[src/hdl/spiMemPkg.sv]
// shared widths, types and conditioner timing for the SPI slave memory, imported by every block
package spiMemPkg;

    // command byte is a 7-bit address followed by the read/write bit
    localparam int addrWidth = 7;
    localparam int byteWidth = 8;
    localparam int memDepth  = 128;

    // input conditioner timing, pin to cond latency is syncStages + filterCycles
    localparam int syncStages   = 2;
    localparam int filterCycles = 2;

    // a memory address
    typedef logic [addrWidth-1:0] spiAddr_t;

    // a data or command byte as it sits in the shift register
    typedef logic [byteWidth-1:0] spiByte_t;

    // bit position within a byte, wraps 7 -> 0 at the end of each byte
    typedef logic [2:0] bitCount_t;

    // transaction sequencer states
    typedef enum logic [2:0] {
        sGetAddr,   // shifting in the command byte
        sRead1,     // memory read data is loaded into the shift register
        sRead2,     // data byte goes out on miso
        sWrite1,    // one cycle before collecting the data byte
        sWrite2,    // shifting in the data byte
        sDone       // byte handled, waiting for cs to go high
    } fsmState_t;

endpackage

[src/hdl/dataMemory.sv]
// 128-byte data memory with address latch, read is combinational from the latched address
`timescale 1ns/1ps

module dataMemory
    import spiMemPkg::*;
(
    input  logic     clk,
    input  logic     rst,
    input  logic     addrWe,     // capture addrIn at end of command byte
    input  logic     memWe,      // write pulse at end of data byte
    input  spiAddr_t addrIn,
    input  spiByte_t writeData,
    output spiByte_t readData
);

    spiByte_t mem [memDepth];
    spiAddr_t addrReg;

    always_ff @(posedge clk) begin
        if (rst) begin
            addrReg <= '0;
        end else if (addrWe) begin
            addrReg <= addrIn;
        end
    end

    // storage itself keeps its contents over reset
    always_ff @(posedge clk) begin
        if (memWe) begin
            mem[addrReg] <= writeData;
        end
    end

    assign readData = mem[addrReg];   // valid the cycle after addrWe

endmodule

[src/hdl/inputConditioner.sv]
// synchronizes and deglitches one async SPI pin, giving a clean level plus edge pulses
`timescale 1ns/1ps

module inputConditioner
    import spiMemPkg::*;
(
    input  logic clk,
    input  logic rst,
    input  logic pin,   // raw asynchronous pin
    output logic cond,  // filtered level
    output logic rise,  // one cycle, same cycle cond goes high
    output logic fall   // one cycle, same cycle cond goes low
);

    logic [syncStages-1:0] syncReg;
    logic                  synced;
    // counts consecutive samples that differ from cond
    logic [$clog2(filterCycles+1)-1:0] matchCount;

    assign synced = syncReg[syncStages-1];

    always_ff @(posedge clk) begin
        if (rst) begin
            syncReg    <= '0;
            matchCount <= '0;
            cond       <= 1'b0;
            rise       <= 1'b0;
            fall       <= 1'b0;
        end else begin
            syncReg <= {syncReg[syncStages-2:0], pin};
            rise    <= 1'b0;
            fall    <= 1'b0;
            if (synced == cond) begin
                matchCount <= '0;   // glitch or no change, start over
            end else if (matchCount == filterCycles - 1) begin
                // enough equal samples in a row, accept the new level
                cond       <= synced;
                rise       <= synced;
                fall       <= !synced;
                matchCount <= '0;
            end else begin
                matchCount <= matchCount + 1'b1;
            end
        end
    end

endmodule

[src/hdl/shiftRegister.sv]
// 8-bit SPI shift register, samples mosi on sclk rise and drives miso on sclk fall or load
`timescale 1ns/1ps

module shiftRegister
    import spiMemPkg::*;
(
    input  logic     clk,
    input  logic     rst,
    input  logic     sclkRise,    // conditioned sclk rising edge pulse
    input  logic     sclkFall,    // conditioned sclk falling edge pulse
    input  logic     serialIn,    // conditioned mosi level
    input  logic     loadEn,      // parallel load from memory
    input  spiByte_t parallelIn,
    output spiByte_t parallelOut,
    output logic     serialOut
);

    // shift path, msb first so new bits enter at the lsb
    always_ff @(posedge clk) begin
        if (rst) begin
            parallelOut <= '0;
        end else if (loadEn) begin
            parallelOut <= parallelIn;
        end else if (sclkRise) begin
            parallelOut <= {parallelOut[byteWidth-2:0], serialIn};
        end
    end

    // miso output register
    // mode 0: the master samples on rise, so the slave only changes miso on fall
    always_ff @(posedge clk) begin
        if (rst) begin
            serialOut <= 1'b0;
        end else if (loadEn) begin
            serialOut <= parallelIn[byteWidth-1];   // msb ready before first data rise
        end else if (sclkFall) begin
            serialOut <= parallelOut[byteWidth-1];
        end
    end

endmodule

[src/hdl/spiMemory.sv]
// top level of the SPI slave memory, pins come in raw and the miso pad sits outside
`timescale 1ns/1ps

module spiMemory
    import spiMemPkg::*;
(
    input  logic clk,
    input  logic rst,
    input  logic sclk,
    input  logic cs,
    input  logic mosi,
    output logic miso,
    output logic misoEn    // pad output enable
);

    // pin order in the conditioner arrays: 0 sclk, 1 cs, 2 mosi
    logic [2:0] rawPins;
    logic [2:0] cond;
    logic [2:0] rise;
    logic [2:0] fall;

    logic     addrWe;
    logic     loadEn;
    logic     memWe;
    spiByte_t parallelOut;
    spiByte_t readData;

    assign rawPins = {mosi, cs, sclk};

    for (genvar i = 0; i < 3; i++) begin : gCond
        inputConditioner conditioner (
            .clk  (clk),
            .rst  (rst),
            .pin  (rawPins[i]),
            .cond (cond[i]),
            .rise (rise[i]),
            .fall (fall[i])
        );
    end

    spiSlaveFsm fsm (
        .clk      (clk),
        .rst      (rst),
        .sclkRise (rise[0]),
        .csLevel  (cond[1]),
        .csRise   (rise[1]),
        .rwBit    (parallelOut[0]),
        .addrWe   (addrWe),
        .loadEn   (loadEn),
        .memWe    (memWe),
        .misoEn   (misoEn)
    );

    shiftRegister shifter (
        .clk         (clk),
        .rst         (rst),
        .sclkRise    (rise[0]),
        .sclkFall    (fall[0]),
        .serialIn    (cond[2]),
        .loadEn      (loadEn),
        .parallelIn  (readData),
        .parallelOut (parallelOut),
        .serialOut   (miso)
    );

    // address is the top 7 bits of the command byte
    dataMemory memory (
        .clk       (clk),
        .rst       (rst),
        .addrWe    (addrWe),
        .memWe     (memWe),
        .addrIn    (parallelOut[byteWidth-1:1]),
        .writeData (parallelOut),
        .readData  (readData)
    );

endmodule

[src/hdl/spiSlaveFsm.sv]
// sequences one SPI transaction, command byte capture then a read or a write of one data byte
`timescale 1ns/1ps

module spiSlaveFsm
    import spiMemPkg::*;
(
    input  logic clk,
    input  logic rst,
    input  logic sclkRise,   // conditioned sclk rising edge pulse
    input  logic csLevel,    // conditioned chip select, high means idle
    input  logic csRise,     // end or abort of the transaction
    input  logic rwBit,      // shift register lsb, 1 means read
    output logic addrWe,
    output logic loadEn,
    output logic memWe,
    output logic misoEn
);

    fsmState_t state;
    bitCount_t bitCount;
    logic      byteDone;
    logic      misoActive;   // read data phase reached

    // the eighth rise of a byte, counter about to wrap
    assign byteDone = sclkRise && (bitCount == 3'd7);

    // drop the enable in the same cycle cs is seen high
    assign misoEn = misoActive && !csLevel;

    always_ff @(posedge clk) begin
        if (rst) begin
            state      <= sGetAddr;
            bitCount   <= '0;
            addrWe     <= 1'b0;
            loadEn     <= 1'b0;
            memWe      <= 1'b0;
            misoActive <= 1'b0;
        end else if (csLevel || csRise) begin
            // idle or aborted, wait for the next cs fall
            state      <= sGetAddr;
            bitCount   <= '0;
            addrWe     <= 1'b0;
            loadEn     <= 1'b0;
            memWe      <= 1'b0;
            misoActive <= 1'b0;
        end else begin
            addrWe <= 1'b0;   // pulse outputs
            loadEn <= 1'b0;
            memWe  <= 1'b0;

            if (sclkRise) begin
                bitCount <= bitCount + 3'd1;
            end

            case (state)
                sGetAddr: begin
                    if (addrWe) begin
                        // command byte complete in the shift register, lsb is r/w
                        state  <= rwBit ? sRead1 : sWrite1;
                        loadEn <= rwBit;   // memory read data valid in sRead1
                    end else if (byteDone) begin
                        addrWe <= 1'b1;
                    end
                end
                sRead1: begin
                    state      <= sRead2;
                    misoActive <= 1'b1;
                end
                sRead2: begin
                    if (byteDone) begin
                        state <= sDone;   // misoEn held until cs goes high
                    end
                end
                sWrite1: begin
                    state <= sWrite2;
                end
                sWrite2: begin
                    if (byteDone) begin
                        memWe <= 1'b1;    // shift register holds the full data byte next cycle
                        state <= sDone;
                    end
                end
                sDone: begin
                    state <= sDone;       // extra bits ignored, no bursts
                end
                default: begin
                    state <= sGetAddr;
                end
            endcase
        end
    end

endmodule

[config.mk]
export PLATFORM = sky130hd
export DESIGN_NAME = spiMemory
export DESIGN_NICKNAME = d
export VERILOG_FILES = /design/src/hdl/spiMemPkg.sv /design/src/hdl/dataMemory.sv /design/src/hdl/inputConditioner.sv /design/src/hdl/shiftRegister.sv /design/src/hdl/spiMemory.sv /design/src/hdl/spiSlaveFsm.sv
export SDC_FILE = /design/constraint.sdc
export NUM_CORES = 1
export LEC_CHECK = 0
export BUFFER_PORTS_ARGS = -buffer_cell sky130_fd_sc_hd__clkbuf_2
export CORE_MARGIN = 1.5
export CORE_UTILIZATION = 42
export CTS_CLUSTER_SIZE = 20
export DETAILED_ROUTE_END_ITERATION = 16
export SYNTH_ARGS = -nofsm -noshare
export SYNTH_HDL_FRONTEND = slang
export SYNTH_HIERARCHICAL = 1
export SYNTH_SLANG_ARGS = --single-unit
[constraint.sdc]
create_clock -name clk -period 9.5 [get_ports clk]
set_input_delay 0.95 -clock clk [delete_from_list [all_inputs] [get_ports clk]]
set_output_delay 0.95 -clock clk [all_outputs]
set_load 0.02 [all_outputs]
== Word-level counts from Yosys, hierarchy flattened ==
Memories as Yosys holds them, arrays and structs flattened. A register that Yosys moved wholly into a read port is not among the register bits.
Cells that the tools add are included.
Storage, ports and cells
  bits in registers: 44
  memory bits (writable): 1024
  input port bits: 5
  output and inout port bits: 2
  memories kept: 1
Operators by class
  add/sub/neg operators: 4
  equality and inequality tests: 14
  mux-type cells: 13
  bitwise gates (word level): 8
  reduce and logical (&&, ||, !) cells: 22
Memories
  memory.mem: depth 128, bits a word 8, rd ports 1, clocked after memory_dff 1, wr ports 1, RTL line dataMemory.sv:16  | spiByte_t mem [memDepth];
Operators by type and width (number)
  $reduce_or A3 Y1: 6
  $mux W8: 2
  $pmux W3 S5: 1
  $mux W7: 2
  $eq A3 B3 Y1 const B: 3
  $not A1 Y1: 8
  $reduce_and A2 Y1: 4
  $reduce_or A4 Y1: 2
  $add A2 B1 Y2 const B: 3
  $eq A2 B1 Y1 const B: 3
  $eq A3 B2 Y1 const B: 2
  $mux W3: 2
  $mux W1: 5
  $ne A2 B1 Y1 const B: 2
  $reduce_bool A2 Y1: 2
  $reduce_or A2 Y1: 2
  $add A3 B1 Y3 const B: 1
  $eq A1 B1 Y1: 3
  $eq A3 B1 Y1 const B: 1
  $logic_not A3 Y1: 1
  $logic_and A1 B1 Y1: 2
  $logic_not A1 Y1: 2
  $mux W2: 1
  $logic_or A1 B1 Y1: 1

== Logic depth before layout (Yosys ltp) ==
  depth after elaboration: 4
  mapped depth: 9
  depth with buffers taken out: 6

== Cells and area by module ==
The synthesis kept the hierarchy.
Modules (own cells, without submodules)
  dataMemory: times used 1, cells an instance 1656, area an instance 39885.8 um2, seq. area each 31029.8 um2
  inputConditioner: times used 3, cells an instance 18, area an instance 229.0 um2, seq. area each 140.1 um2
  spiSlaveFsm: times used 1, cells an instance 46, area an instance 446.7 um2, seq. area each 200.2 um2
  shiftRegister: times used 1, cells an instance 38, area an instance 406.6 um2, seq. area each 180.2 um2

== Worst setup path before layout ==
No wires, ideal clock.
  path type: register -> register
  start: register (tool-made name)
  end: register shifter.parallelOut[7]
  setup time: 0.132 ns
  arrival: 2.872 ns
  required time: 9.368 ns
  path slack: 6.496 ns
  cell stages (with the launch flop): 9
  buffers on the path: 2
  cells stage by stage: dfxtp_1 clkbuf_1 buf_1 mux4_2 mux4_2 mux4_2 mux2_2 nor2b_1 a211oi_1
RTL lines
  end signal, assigned: RTL line shiftRegister.sv:23  | parallelOut <= parallelIn;
  end signal, assigned: RTL line shiftRegister.sv:25  | parallelOut <= {parallelOut[byteWidth-2:0], serialIn};
  end, declared: RTL line shiftRegister.sv:14  | output spiByte_t parallelOut,

==> flow_summary.toml <==
[route]
wirelength_um = 89600
dr_wl_met2_um = 43400
drt.antenna.violating_nets = 0
vias_per_cell = 5.77
drt-met1-wl_um = 39600
drtPass1Iterations = 5
drc = 0
topRoutingLayerUsed = "met4"
drt_iter0_drc = 1827
wire_per_inst_um = 28.0
met3WireLength_um = 5010
num_vias = 18400

[timing]
post-route-period-util = 0.447
hold_viol_final = 0
setup_viol_count_final = 0
max_freq_ghz = 0.236
period_minus_slack_ns = 4.24
slew-limit-headroom = 0.0969
skew_ns = 0.0292
finalSetupTns_ns = 0
rsz0062_at_grt = "false"
tightest_slew_ns = 1.35
maxSlewViolCount = 0
fin_ws_ns = 5.26

[job]
drv_cap = 0

[setup_path]
crit_top_cell = "mux4_2"
required_ns = 10.03
worstSetupPathType = "reg2reg"
path_cells = "buf_4 > mux4_2 > mux4_2 > mux4_2 > mux2_2 > nor2b_1 > a211oi_1"
cp_top_family = "multiplexers"
critPathLaunchType = "flop"
crit_buf_inv = 1
cp-end-kind = "flop"
cpMaxStageDelayCell = "dfxtp_4"
crit_fanout = 45
arrival_ns = 4.77
r2r_setup_slack_ns = 5.26
slowest_delay_ns = 0.93

[clocking]
clock_latency_ns = 0.69
ctsHtreeMaxLevel = 3
numCtsBuffers = 104
cts_tree = "yes"
postCtsSetupBuffers = 0
cts_max_path_buffers = 3
clk_pin_slew_worst_paths_ns = 0.07
postCtsHoldBufs = 0
cts.sinks = 1075
clock-root-buffer = "clkbuf_16"
cts-resized-gates = 0

[global_route]
grt_max_degree = 164
grt_first_pass_wirelength_um = 132000
track_usage = 0.182
grt_pass1_vias = 18900
antenna_found_initial = 1
grt-ovfl-total = 0

[cells_and_area]
num-nets-final = 1846
most-common-layout-cells = "1024 x edfxtp_1, 336 x mux4_2, 139 x nor2_1"
layout-drive-gt1-share = 0.285
area_delta_synth_final_pct = 11.7
n_fill_cell = 7711
utilization = 0.475
antenna_cells = 0
final_common_cell = "edfxtp_1"

[synth]
syn_area_per_cell_um2 = 23.1
synth_cells = 1788
ys_warn_count = 6
synthesis.nets = 1798
synthesis.area_mm2 = 0.0413

[placement]
io_buffer_count = 6
place_ws_ns = 5.17
gp_congestion = 0.793
dp_hpwl_um = 53100

[worst_hold_path]
holdCritStartpoint = "gCond[1].conditioner/matchCount[0]"
hold_class = "reg2reg"

[power_and_ir_drop]
power_frac_clock = 0.442
p_sw_frac = 0.190
peakVddDrop_uv = 163
switching_power_w = 0.00174
p_leak_nw = 13.7
power.density_mw_per_mm2 = 198
p_seq_frac = 0.557
combPwrFrac = 0.001
power.internal_w = 0.00742

[floorplanning]
dieHeight_um = 317
rows = 114
ios = 7
die_w_um = 317
dieArea_mm2 = 0.100
core-area_mm2 = 0.0971
start_util = 0.425

[run_status]
status = "finished clean"
stage by stage:
step | hold WS, ns | total power (W) | std cells | cell area [µm²]
floorplan | 0.405 | 0.00521 | 1788 | 41300
CTS | 0.430 | 0.00925 | 3197 | 46200
global placement | 0.413 | 0.00521 | 3006 | 42800
detailed placement | 0.422 | 0.00522 | 3006 | 42800
finish | 0.430 | 0.00917 | 3197 | 46200
global route | 0.455 | 0.00942 | 3197 | 46200
worst reg2reg max path: stages, from the launching register on:
cell      delay, ns
dfxtp_4        0.93
buf_4          0.85
mux4_2         0.68
mux4_2         0.55
mux4_2         0.55
mux2_2         0.28
nor2b_1        0.17
a211oi_1       0.08
final timing paths:
| path | cells past startpoint | to |
|---|---|---|
| max | 7 | shifter/parallelOut[7] |
| min | 1 | gCond[1].conditioner/matchCount[0] |
| max reg2reg | 7 | shifter/parallelOut[7] |
| min reg2reg | 1 | gCond[1].conditioner/matchCount[0] |
layout make-up:
cell class              instances  area, µm²  share of cell area
clock buffers                 132       2730              0.0591
clock inverters                59        637              0.0138
inverters                       6       22.5            0.000488
multi-input cells             613       9110               0.197
flip-flops and latches       1075      31800               0.689
well taps                    1276       1600              0.0346
repair buffers                 36        280             0.00607
power groups by stage:
| stage | registers [W] | logic (W) | clock network (W) |
|---|---|---|---|
| after floorplan | 0.00521 | 0.00000522 | 0 |
| after global placement | 0.00521 | 0.00000794 | 0 |
| after detailed placement | 0.00521 | 0.00000841 | 0 |
| after CTS | 0.00511 | 0.00000845 | 0.00414 |
| after global routing | 0.00510 | 0.00000930 | 0.00431 |
| final | 0.00511 | 0.00000839 | 0.00405 |
registers in the layout (all words and copies together) (netlist names), named ones only:
signal                        count
fsm/addrWe                        1
fsm/bitCount                      3
fsm/loadEn                        1
fsm/memWe                         1
fsm/misoActive                    1
fsm/state                         3
gCond.conditioner/cond            3
gCond.conditioner/fall            1
gCond.conditioner/matchCount      6
gCond.conditioner/rise            2
gCond.conditioner/syncReg         6
memory/addrReg                    7
memory/mem                     1024
shifter/parallelOut               8
shifter/serialOut                 1
metal layers:
metal,track usage,vias to the layer above
li1,-,7670
met1,0.263,10100
met2,0.291,530
met3,0.0297,96
met4,0.0462,0
met5,0,-
(Power assumes the default switching activity.)
